==> config.mk <==
export PLATFORM = sky130hd
export DESIGN_NAME = tcp_server
export DESIGN_NICKNAME = d
export VERILOG_FILES = /design/src/logic/tcp_pkg.sv /design/src/logic/tcp_server.sv /design/src/logic/tcp_tx_emit.sv /design/src/logic/tcp_conn_fsm.sv /design/src/logic/tcp_rx_decode.sv
export SDC_FILE = /design/constraint.sdc
export NUM_CORES = 1
export LEC_CHECK = 0
export BUFFER_PORTS_ARGS = -buffer_cell sky130_fd_sc_hd__buf_4
export CORE_UTILIZATION = 35
export CTS_CLUSTER_SIZE = 30
export DETAILED_ROUTE_END_ITERATION = 7
export HOLD_SLACK_MARGIN = 0.1
export SYNTH_ARGS = -nofsm -noshare
export SYNTH_HDL_FRONTEND = slang
export SYNTH_SLANG_ARGS = --single-unit
==> constraint.sdc <==
create_clock -name clk -period 6.5 [get_ports clk]
set_input_delay 1.95 -clock clk [delete_from_list [all_inputs] [get_ports clk]]
set_output_delay 1.95 -clock clk [all_outputs]
set_load 0.1 [all_outputs]
==> src/logic/tcp_pkg.sv <==
// widths, header constants, flag layout, state and reply enums, segment structs
package tcp_pkg;

    localparam int unsigned seq_w     = 32;     // sequence and acknowledge numbers
    localparam int unsigned len_w     = 11;     // payload count, up to 1460 bytes
    localparam int unsigned port_w    = 16;
    localparam int unsigned hdr_bytes = 20;     // header without options

    localparam logic [15:0] win_size  = 16'hffff;
    localparam logic [3:0]  min_doff  = 4'd5;   // data offset of a bare header, in words

    // low six bits of the flags byte with fin lowest
    typedef struct packed {
        logic urg;
        logic ack;
        logic psh;
        logic rst;
        logic syn;
        logic fin;
    } tcp_flags_t;

    typedef enum logic [2:0] {
        st_idle     = 3'd0,
        st_wait_syn = 3'd1,
        st_syn_rcvd = 3'd2,
        st_open     = 3'd3,
        st_fin_wait = 3'd4,
        st_closed   = 3'd5
    } tcp_state_e;

    typedef enum logic [1:0] {
        kind_syn_ack = 2'd0,
        kind_ack     = 2'd1,
        kind_fin_ack = 2'd2
    } seg_kind_e;

    // one received segment, valid with seg_done
    typedef struct packed {
        logic [seq_w-1:0]  seq;
        logic [seq_w-1:0]  ack;
        tcp_flags_t        flags;
        logic [port_w-1:0] client_port;
        logic [len_w-1:0]  payload_len;
        logic              in_order;      // seq matched rcv_nxt
    } seg_info_t;

    // one reply header to send
    typedef struct packed {
        seg_kind_e         kind;
        logic [seq_w-1:0]  seq;
        logic [seq_w-1:0]  ack;
        logic [port_w-1:0] client_port;
    } tx_req_t;

endpackage
==> src/logic/tcp_server.sv <==
// server endpoint top: decode, connection FSM and reply emitter
`timescale 1ns/100ps

module tcp_server #(
    parameter logic [tcp_pkg::seq_w-1:0] init_seq = 32'h0
) (
    input  logic                       clk,
    input  logic                       rst,
    input  logic [7:0]                 din,
    input  logic                       din_vld,
    input  logic                       din_sop,
    input  logic                       din_eop,
    input  logic [tcp_pkg::port_w-1:0] server_port,
    input  logic                       start,
    output logic [7:0]                 dout,
    output logic                       dout_vld,
    output logic                       dout_sop,
    output logic                       dout_eop,
    output logic [7:0]                 u_dout,
    output logic                       u_dout_vld,
    output logic                       u_dout_sop,
    output logic                       u_dout_eop,
    output tcp_pkg::tcp_state_e        conn_state
);
    import tcp_pkg::*;

    seg_info_t        seg_info;
    logic             seg_done;
    logic [seq_w-1:0] rcv_nxt;
    logic             rx_open;
    tx_req_t          tx_req;
    logic             tx_start;
    logic             tx_busy;

    tcp_rx_decode u_rx_decode (
        .clk        (clk),
        .rst        (rst),
        .din        (din),
        .din_vld    (din_vld),
        .din_sop    (din_sop),
        .din_eop    (din_eop),
        .rcv_nxt    (rcv_nxt),
        .rx_open    (rx_open),
        .seg_info   (seg_info),
        .seg_done   (seg_done),
        .u_dout     (u_dout),
        .u_dout_vld (u_dout_vld),
        .u_dout_sop (u_dout_sop),
        .u_dout_eop (u_dout_eop)
    );

    tcp_conn_fsm #(
        .init_seq (init_seq)
    ) u_conn_fsm (
        .clk        (clk),
        .rst        (rst),
        .start      (start),
        .seg_info   (seg_info),
        .seg_done   (seg_done),
        .tx_busy    (tx_busy),
        .rcv_nxt    (rcv_nxt),
        .rx_open    (rx_open),
        .tx_req     (tx_req),
        .tx_start   (tx_start),
        .conn_state (conn_state)
    );

    tcp_tx_emit u_tx_emit (
        .clk         (clk),
        .rst         (rst),
        .server_port (server_port),
        .tx_req      (tx_req),
        .tx_start    (tx_start),
        .tx_busy     (tx_busy),
        .dout        (dout),
        .dout_vld    (dout_vld),
        .dout_sop    (dout_sop),
        .dout_eop    (dout_eop)
    );

endmodule

==> src/logic/tcp_tx_emit.sv <==
// reply header builder and byte serialiser
`timescale 1ns/100ps

module tcp_tx_emit (
    input  logic                       clk,
    input  logic                       rst,
    input  logic [tcp_pkg::port_w-1:0] server_port,
    input  tcp_pkg::tx_req_t           tx_req,
    input  logic                       tx_start,
    output logic                       tx_busy,
    output logic [7:0]                 dout,
    output logic                       dout_vld,
    output logic                       dout_sop,
    output logic                       dout_eop
);
    import tcp_pkg::*;

    localparam int unsigned hdr_w = 8 * hdr_bytes;

    logic [hdr_w-1:0] hdr_sh;     // msb byte is on dout
    logic [4:0]       byte_cnt;
    logic             last;
    tcp_flags_t       flags;

    always_comb begin
        flags     = '0;
        flags.ack = 1'b1;         // every reply acks
        case (tx_req.kind)
            kind_syn_ack: flags.syn = 1'b1;
            kind_fin_ack: flags.fin = 1'b1;
            default: ;
        endcase
    end

    assign last     = (byte_cnt == 5'(hdr_bytes - 1));
    assign dout     = hdr_sh[hdr_w-1 -: 8];
    assign dout_vld = tx_busy;
    assign dout_sop = tx_busy & (byte_cnt == '0);
    assign dout_eop = tx_busy & last;

    always_ff @(posedge clk) begin
        if (rst) begin
            tx_busy  <= 1'b0;
            byte_cnt <= '0;
        end else if (tx_start) begin
            tx_busy  <= 1'b1;
            byte_cnt <= '0;
        end else if (tx_busy) begin
            byte_cnt <= byte_cnt + 1'b1;
            if (last) tx_busy <= 1'b0;
        end
    end

    always_ff @(posedge clk) begin
        if (tx_start) begin
            // checksum and urgent pointer stay zero
            hdr_sh <= {server_port, tx_req.client_port, tx_req.seq, tx_req.ack,
                       min_doff, 6'b0, flags, win_size, 16'h0000, 16'h0000};
        end else if (tx_busy) begin
            hdr_sh <= {hdr_sh[hdr_w-9:0], 8'h00};
        end
    end

endmodule

==> src/logic/tcp_conn_fsm.sv <==
// connection state machine with sequence tracking and one pending reply
`timescale 1ns/100ps

module tcp_conn_fsm #(
    parameter logic [tcp_pkg::seq_w-1:0] init_seq = 32'h0
) (
    input  logic                       clk,
    input  logic                       rst,
    input  logic                       start,
    input  tcp_pkg::seg_info_t         seg_info,
    input  logic                       seg_done,
    input  logic                       tx_busy,
    output logic [tcp_pkg::seq_w-1:0]  rcv_nxt,
    output logic                       rx_open,
    output tcp_pkg::tx_req_t           tx_req,
    output logic                       tx_start,
    output tcp_pkg::tcp_state_e        conn_state
);
    import tcp_pkg::*;

    tcp_state_e       state_nxt;
    logic [seq_w-1:0] snd_nxt;
    logic [seq_w-1:0] snd_nxt_d;
    logic [seq_w-1:0] rcv_nxt_d;
    logic [seq_w-1:0] rcv_adv;
    logic             pend;       // request waiting for the emitter
    logic             queue;
    logic             ack_ok;
    tx_req_t          req_d;

    assign rx_open  = (conn_state == st_open);
    assign tx_start = pend & ~tx_busy;
    assign ack_ok   = seg_info.flags.ack && (seg_info.ack == snd_nxt);
    assign rcv_adv  = rcv_nxt + seq_w'(seg_info.payload_len);

    always_comb begin
        state_nxt         = conn_state;
        snd_nxt_d         = snd_nxt;
        rcv_nxt_d         = rcv_nxt;
        queue             = 1'b0;
        req_d.kind        = kind_ack;
        req_d.seq         = snd_nxt;
        req_d.client_port = seg_info.client_port;
        case (conn_state)
            st_idle: begin
                if (start) state_nxt = st_wait_syn;
            end
            st_closed: begin
                if (!tx_busy && !pend) state_nxt = st_idle;
            end
            default: begin
                if (seg_done && seg_info.flags.rst) begin
                    state_nxt = st_closed;
                end else if (seg_done) begin
                    case (conn_state)
                        st_wait_syn: begin
                            if (seg_info.flags.syn) begin
                                rcv_nxt_d  = seg_info.seq + 1'b1;
                                snd_nxt_d  = init_seq + 1'b1;
                                queue      = 1'b1;
                                req_d.kind = kind_syn_ack;
                                req_d.seq  = init_seq;
                                state_nxt  = st_syn_rcvd;
                            end
                        end
                        st_syn_rcvd: begin
                            if (ack_ok) state_nxt = st_open;
                        end
                        st_open: begin
                            if (seg_info.in_order && seg_info.flags.fin) begin
                                rcv_nxt_d  = rcv_adv + 1'b1;    // fin takes one number
                                snd_nxt_d  = snd_nxt + 1'b1;
                                queue      = 1'b1;
                                req_d.kind = kind_fin_ack;
                                state_nxt  = st_fin_wait;
                            end else if (seg_info.in_order) begin
                                rcv_nxt_d = rcv_adv;
                                queue     = (seg_info.payload_len != '0);
                            end else begin
                                queue = (seg_info.payload_len != '0);  // dup ack
                            end
                        end
                        st_fin_wait: begin
                            if (ack_ok) state_nxt = st_closed;
                        end
                        default: ;
                    endcase
                end
            end
        endcase
        req_d.ack = rcv_nxt_d;
    end

    always_ff @(posedge clk) begin
        if (rst) begin
            conn_state <= st_idle;
            rcv_nxt    <= '0;
            snd_nxt    <= '0;
            pend       <= 1'b0;
        end else begin
            conn_state <= state_nxt;
            rcv_nxt    <= rcv_nxt_d;
            snd_nxt    <= snd_nxt_d;
            if (queue) begin
                pend <= 1'b1;
            end else if (tx_start) begin
                pend <= 1'b0;
            end
        end
    end

    always_ff @(posedge clk) begin
        if (queue) tx_req <= req_d;
    end

endmodule

==> src/logic/tcp_rx_decode.sv <==
// receive header parser with option skip and in-order payload forwarding
`timescale 1ns/100ps

module tcp_rx_decode (
    input  logic                      clk,
    input  logic                      rst,
    input  logic [7:0]                din,
    input  logic                      din_vld,
    input  logic                      din_sop,
    input  logic                      din_eop,
    input  logic [tcp_pkg::seq_w-1:0] rcv_nxt,
    input  logic                      rx_open,
    output tcp_pkg::seg_info_t        seg_info,
    output logic                      seg_done,
    output logic [7:0]                u_dout,
    output logic                      u_dout_vld,
    output logic                      u_dout_sop,
    output logic                      u_dout_eop
);
    import tcp_pkg::*;

    logic [5:0] hdr_cnt;      // header bytes seen
    logic [5:0] hdr_len;      // data offset in bytes
    logic       in_pay;
    logic       sop;
    logic [5:0] idx;
    logic       hdr_byte;
    logic       pay_byte;
    logic       first_pay;
    logic       ord_now;
    logic       fwd;

    assign sop       = din_vld & din_sop;
    assign idx       = sop ? 6'd0 : hdr_cnt;
    assign hdr_byte  = din_vld & (sop | ~in_pay);
    assign pay_byte  = din_vld & ~sop & in_pay;
    assign first_pay = pay_byte & (seg_info.payload_len == '0);

    // decided on the first payload byte, or at eop for a bare header
    assign ord_now = (in_pay && seg_info.payload_len != '0) ? seg_info.in_order
                                                            : (seg_info.seq == rcv_nxt);
    assign fwd     = pay_byte & rx_open & ord_now;

    always_ff @(posedge clk) begin
        if (rst) begin
            hdr_cnt    <= '0;
            hdr_len    <= 6'(hdr_bytes);
            in_pay     <= 1'b0;
            seg_done   <= 1'b0;
            u_dout_vld <= 1'b0;
            u_dout_sop <= 1'b0;
            u_dout_eop <= 1'b0;
        end else begin
            seg_done   <= din_vld & din_eop;
            u_dout_vld <= fwd;
            u_dout_sop <= fwd & first_pay;
            u_dout_eop <= fwd & din_eop;
            if (hdr_byte) begin
                hdr_cnt <= idx + 6'd1;
                in_pay  <= (idx + 6'd1 == hdr_len);
            end
            if (sop) begin
                hdr_len <= 6'(hdr_bytes);
            end else if (hdr_byte && idx == 6'd12) begin
                // short offsets count as a plain 20-byte header
                hdr_len <= (din[7:4] < min_doff) ? 6'(hdr_bytes) : {din[7:4], 2'b00};
            end
        end
    end

    always_ff @(posedge clk) begin
        u_dout <= din;
        if (sop) begin
            seg_info.payload_len <= '0;
        end else if (pay_byte) begin
            seg_info.payload_len <= seg_info.payload_len + 1'b1;
        end
        if (first_pay || (din_vld && din_eop)) begin
            seg_info.in_order <= ord_now;
        end
        if (hdr_byte) begin
            case (idx)
                6'd0, 6'd1: seg_info.client_port <= {seg_info.client_port[7:0], din};
                6'd4, 6'd5, 6'd6, 6'd7: seg_info.seq <= {seg_info.seq[seq_w-9:0], din};
                6'd8, 6'd9, 6'd10, 6'd11: seg_info.ack <= {seg_info.ack[seq_w-9:0], din};
                6'd13: seg_info.flags <= tcp_flags_t'(din[5:0]);
                default: ;    // dst port, window, checksum, options
            endcase
        end
    end

endmodule

# Yosys cells after proc, flatten, opt, wreduce, memory -nomap -nowiden
# Cells that the tools add are included.
# word_totals
mem_bits_rw,0
register_bits,405
memories,0
romBits,0
latch_bits,0
out_inout_bits,25
word_cells,165
# classes
reduce_logical,34
eq_ne,29
n_mux,45
addsub,7
magnitude_cmp,1
div,0
shifts,0
bitwise,20
mul,0
# op_table
operator,count
32-bit two-way mux,12
160-bit two-way mux,2
32-bit case mux with 2 select lines,2
32-bit by 1-bit adder with 32-bit output (second input constant),3
32-bit == test,2
6-bit by 4-bit == test with 1-bit output (second input constant),6
33-bit two-way mux,1
32-bit by 11-bit adder with 32-bit output,1
6-bit by 3-bit == test with 1-bit output (second input constant),4
3-bit two-way mux,8
1-bit AND,13
1-bit two-way mux,13
6-bit two-way mux,2
3-bit case mux with 4 select lines,1
4-bit OR reduction,3
11-bit by 1-bit adder with 11-bit output (second input constant),1
11-bit logical NOT,1
11-bit nonzero test,1
5-bit by 1-bit != test with 1-bit output (second input constant),2
2-bit AND reduction,4
8-bit AND reduction,1
2-bit OR reduction,4
1-bit logical AND,7
7-bit nonzero test,1
other kinds (29),41

# Logic depth before layout (Yosys ltp)
# logic_depth
word_depth,7
depth_mapped,14
mapped_depth_nobuf,14

# Cells and area by module
# Synthesis repeated with hierarchy kept, for this count alone.
# hier_totals
hier_cells,1657
hier_area_um2,18509.0
# modules_own_cells
mod,area_per_inst_um2,n_inst,cells_each
tcp_conn_fsm,9380.2,1,1044
tcp_tx_emit,4657.0,1,307
tcp_rx_decode,4471.8,1,306

# Worst setup path after synthesis
# Ideal clock, no wire load.
# synth_timing
kind,reg-to-output
start,reg u_tx_emit.tx_busy (netlist: u_tx_emit.dout_vld)
end,out dout_eop
arrival_time_ns,4.529
stages_incl_launch_ff,4
t_required_ns,4.550
path_buffers,1
slack_ns,0.021
path_cell_list,dfxtp_1 > clkbuf_1 > nand2_1 > nor4b_1
# synth_via
elab_chain_cells,1
# synth_lines
item,line,rtl
"start, declared",tcp_tx_emit.sv:10,"output logic tx_busy,"
"start signal, assigned",tcp_tx_emit.sv:43,tx_busy <= 1'b0;
"start signal, assigned",tcp_tx_emit.sv:46,tx_busy <= 1'b1;
"start signal, assigned",tcp_tx_emit.sv:50,if (last) tx_busy <= 1'b0;
1-bit AND,tcp_tx_emit.sv:39,assign dout_eop = tx_busy & last;
"end, declared",tcp_server.sv:18,"output logic dout_eop,"
# Every way passes these cells.

# Worst setup path in the final report
# layout_timing
start,reg u_rx_decode.seg_info[1] (netlist name)
end,reg u_conn_fsm.tx_req[43] (netlist name)
# layout_via
elab_chain_cells,7
word_cells_on_any_way,8
cone_classes,2 x add/sub; 6 x mux
# layout_lines
item,line,rtl
32-bit by 11-bit adder with 32-bit output *,tcp_conn_fsm.sv:34,assign rcv_adv = rcv_nxt + seq_w'(seg_info.payload_len);
32-bit by 1-bit adder with 32-bit output or 32-bit two-way mux (tied branches),"tcp_conn_fsm.sv:71, tcp_conn_fsm.sv:76",
32-bit two-way mux *,tcp_conn_fsm.sv:70,if (seg_info.in_order && seg_info.flags.fin) begin
32-bit case mux with 2 select lines *,tcp_conn_fsm.sv:55,case (conn_state)
32-bit two-way mux *,tcp_conn_fsm.sv:54,end else if (seg_done) begin
32-bit two-way mux *,tcp_conn_fsm.sv:52,if (seg_done && seg_info.flags.rst) begin
32-bit two-way mux *,tcp_conn_fsm.sv:44,case (conn_state)
named net u_conn_fsm.rcv_nxt_d[27],tcp_conn_fsm.sv:24,logic [seq_w-1:0] rcv_nxt_d;
# Mark *: on every way through the listed nets, which the timed path passes. The rest lies on a longest branch.
# A chain may end at the register's enable or synchronous reset.

==> impl_metrics.csv <==
group,metric,value,unit
logic_synthesis,synth_edf_count,265,
clock_network,cts_tree,"done",
clock_network,htreeDepth,2,
logic_synthesis,synth_top_cell_by_area,"edfxtp_1",
sta,clock_skew,17.09,ps
grt,grt_pass1_wl,72690,um
sta,maxSlewViolCount,0,
placed_design,dpl.cell_count,2244,
layout,multi_input_area,7376,um^2
worst_setup_path,cpPeakStageDelay,530,ps
sta,hold_viol_final,0,
logic_synthesis,synth_top_family_by_area,"simple AND/OR/NAND/NOR gates",
logic_synthesis,synthTopCellsByCount,"265 x edfxtp_1, 119 x nand2_1, 117 x dfxtp_1",
logic_synthesis,yosysMostFrequentCell,"edfxtp_1",
layout,area_delta_synth_final,13.10,%
routing,dr.first_iter.drc_count,1152,
clock_network,cts_max_path_buffers,3,
routing,ant_nets,0,
power_and_ir_drop,vdd_drop_max,0.0001934,V
die,boundaryPins,55,
logic_synthesis,syn_nets,1641,
grt,grt_pass1_vias,12190,
logic_synthesis,async_flop_share,0,%
logic_synthesis,syn_avg_cell_area,11.42,um^2
clock_network,clk_pin_slew,60,ps
grt,grt_usage,17.86,%
worst_setup_path,crit_fanout,8,
placed_design,dp_hpwl,33730,um
routing,drt_first_pass_iters,8,
logic_synthesis,synth_compound_area_share,14.32,%
die,core_area,51300,um^2
sta,setup-tns-final,0,ps
outcome,status,"complete, no violations",
logic_synthesis,synth_top_area_share,43.88,%
worst_setup_path,critical_path_arrival,4570,ps
layout,nFillCells,4966,
sta,setup_viol_count_final,0,
logic_synthesis,yosys_warnings,0,
routing,wl,47890,um
clock_network,postCtsHoldBufs,0,
power_and_ir_drop,power_leakage,7.009,nW
sta,slew_headroom,11.90,%
clock_network,root_buffer,"clkbuf_16",
logic_synthesis,mappedNetlistArea,18130,um^2
grt,grt_max_degree,92,
logic_synthesis,synth_top_flop_cell,"edfxtp_1",
worst_setup_path,path_cells,"ha_1 -> inv_1 -> fa_1 -> nor2b_1 -> o31a_2 -> o211ai_2 -> and2_4 -> or4_4 -> xor2_1 -> a211oi_4 -> nand4_2 -> o21ai_1 -> mux2i_1 -> a211oi_1",
die,num_rows,83,
grt,antenna_found_initial,3,
placed_design,place.port_buffers,54,
logic_synthesis,synthMuxAreaShare,0.6762,%
logic_synthesis,synthXorXnorAreaFrac,8.694,%
logic_synthesis,yosys.area_share.simple,15.12,%
routing,post-route-drc-count,0,
sta,rsz0062_at_grt,"false",
die,die_x,229.6,um
grt,grt_overflow,0,
sta,tightestPinTransition,1322,ps
routing,wire_per_inst,20.64,um
sta,period_needed,4328,ps
layout,drive_gt1_share,10.37,%
logic_synthesis,ys_ff_latch,382,
logic_synthesis,syn_inst,1588,
clock_network,cts_post_setup_buffers_inserted,0,
layout,finalNonFillerCells,2320,
logic_synthesis,synthAdderAreaFrac,1.628,%
worst_setup_path,start_kind,"flop",
power_and_ir_drop,p_per_area,252.9,nW/um^2
layout,diodes,0,
placed_design,place_congestion,0.9547,
sta,max_clock_freq,0.2310,GHz
clock_network,cts-buffers-inserted,41,
routing,vias_per_cell,5.479,
worst_setup_path,crit_family,"simple AND/OR/NAND/NOR gates",
worst_setup_path,critical_path_class,"reg2reg",
job,cap_violations,0,
die,initial_core_util,35.35,%
min_path,hold_class,"reg2reg",
worst_setup_path,worst-path-buf-inv,1,
sta,fin_crit_sh,66.59,%
layout,seq_area,10300,um^2
clock_network,numClockSinks,382,
worst_setup_path,critPathCaptureType,"flop",
routing,vias,12710,
clock_network,clk-insertion-delay-late,550,ps
layout,fin_nets,1660,
worst_setup_path,r2r_slack,2170,ps
die,die_h,229.6,um
worst_setup_path,crit_required,6740,ps
logic_synthesis,synthTopCellsByArea,"edfxtp_1 44%, dfxtp_1 13%, xnor2_1 5.5%",
logic_synthesis,synth_seq_area_share,56.80,%
die,die_area,52730,um^2
logic_synthesis,yosys.cell_types.count,98,
clock_network,cts.repair.resized,0,
worst_setup_path,crit_slowest_cell,"or4_4",
-- report_power, final --
part           switching (W)  internal, W  leakage [nW]  total [W]
clock               0.000976      0.00140         0.670    0.00237
sequential         0.0000287      0.00261          3.44    0.00264
combinational       0.000127    0.0000493          2.90   0.000176
total                0.00113      0.00405          7.01    0.00519
-- registers in the layout, indices dropped and copies added (netlist names) --
register / flops
u_conn_fsm.conn_state: 3
u_rx_decode.hdr_cnt: 6
u_rx_decode.u_dout: 8
u_rx_decode.u_dout_eop: 1
u_rx_decode.in_pay: 1
u_tx_emit.dout_vld: 1
u_rx_decode.hdr_len: 4
u_rx_decode.seg_info: 96
u_tx_emit.byte_cnt: 5
u_rx_decode.seg_done: 1
u_tx_emit.hdr_sh: 107
u_conn_fsm.snd_nxt: 32
u_rx_decode.u_dout_vld: 1
u_rx_decode.u_dout_sop: 1
u_conn_fsm.rcv_nxt: 32
u_conn_fsm.pend: 1
u_conn_fsm.tx_req: 82
-- through the flow --
| step | utilization [%] | hold WS (ps) | setup slack (ps) | power, W | area (um^2) |
|---|---|---|---|---|---|
| final | 39.98 | 416.0 | 2172 | 0.005186 | 20510 |
| after CTS | 39.98 | 415.8 | 2187 | 0.005241 | 20510 |
| after detailed placement | 37.29 | 404.5 | 2196 | 0.002866 | 19130 |
| after floorplan | - | 400.3 | 21.43 | 0.002793 | 18130 |
| after global placement | 37.29 | 404.4 | 2267 | 0.002862 | 19130 |
| after global routing | 39.98 | 430.3 | 1945 | 0.005343 | 20510 |
-- layout by cell type (no fill, tap or decap), types with 5 or more instances in the layout --
| cell | instances |
|---|---|
| a22oi_1 | 9 |
| nand2b_1 | 10 |
| clkinv_1 | 7 |
| inv_1 | 29 |
| clkinv_2 | 5 |
| o211ai_1 | 5 |
| edfxtp_1 | 265 |
| and3_1 | 28 |
| a21o_1 | 8 |
| xor2_1 | 67 |
| o221ai_1 | 6 |
| clkbuf_1 | 8 |
| o2111ai_1 | 5 |
| nor4_1 | 21 |
| a211oi_1 | 8 |
| a31oi_1 | 6 |
| clkbuf_16 | 43 |
| o31ai_1 | 6 |
| nor2_1 | 107 |
| a21oi_1 | 57 |
| nand3_1 | 45 |
| dfxtp_1 | 116 |
| mux2i_1 | 10 |
| o21ai_0 | 58 |
| nand4_1 | 38 |
| o22ai_1 | 11 |
| xnor2_1 | 113 |
| nor3_1 | 32 |
| ha_1 | 22 |
| buf_4 | 64 |
| a22o_1 | 104 |
| nor2b_1 | 38 |
| and2_1 | 29 |
| nand2_1 | 118 |
| or3_1 | 18 |
-- layer usage --
metal	wire length (um)	global-route usage [%]
met1	22160	25.19
met2	21380	27.59
met3	3119	3.474
met4	1208	5.354
met5	15	0
-- final timing paths --
kind,startpoint,end,depth (start not counted)
min,u_rx_decode.seg_info[25],u_conn_fsm.tx_req[13],0
max reg2reg,u_rx_decode.seg_info[1],u_conn_fsm.tx_req[43],14
min reg2reg,u_rx_decode.seg_info[25],u_conn_fsm.tx_req[13],0
max,u_rx_decode.seg_info[1],u_conn_fsm.tx_req[43],14
-- area by class of cell --
| class | instances | area share, % |
|---|---|---|
| clock buffer | 52 | 5.460 |
| timing repair buffer | 64 | 2.343 |
| tap | 680 | 4.149 |
| multi-input combinational | 1087 | 35.96 |
| sequential | 382 | 50.24 |
| clock inverter | 24 | 1.263 |
| inverter | 31 | 0.5796 |
-- logic make-up (layout without fill, tap and decap cells) --
| logic type | after synthesis | in the layout |
|---|---|---|
| AO/OA/AOI/OAI | 344 | 344 |
| XOR/XNOR | 180 | 180 |
| buffers and inverters | 119 | 171 |
| multiplexers | 12 | 12 |
| AND/OR/NAND/NOR | 528 | 528 |
| adder cells (fa/ha/maj) | 23 | 23 |
| flip-flops | 382 | 382 |
Power figures use the tool's default switching activity.
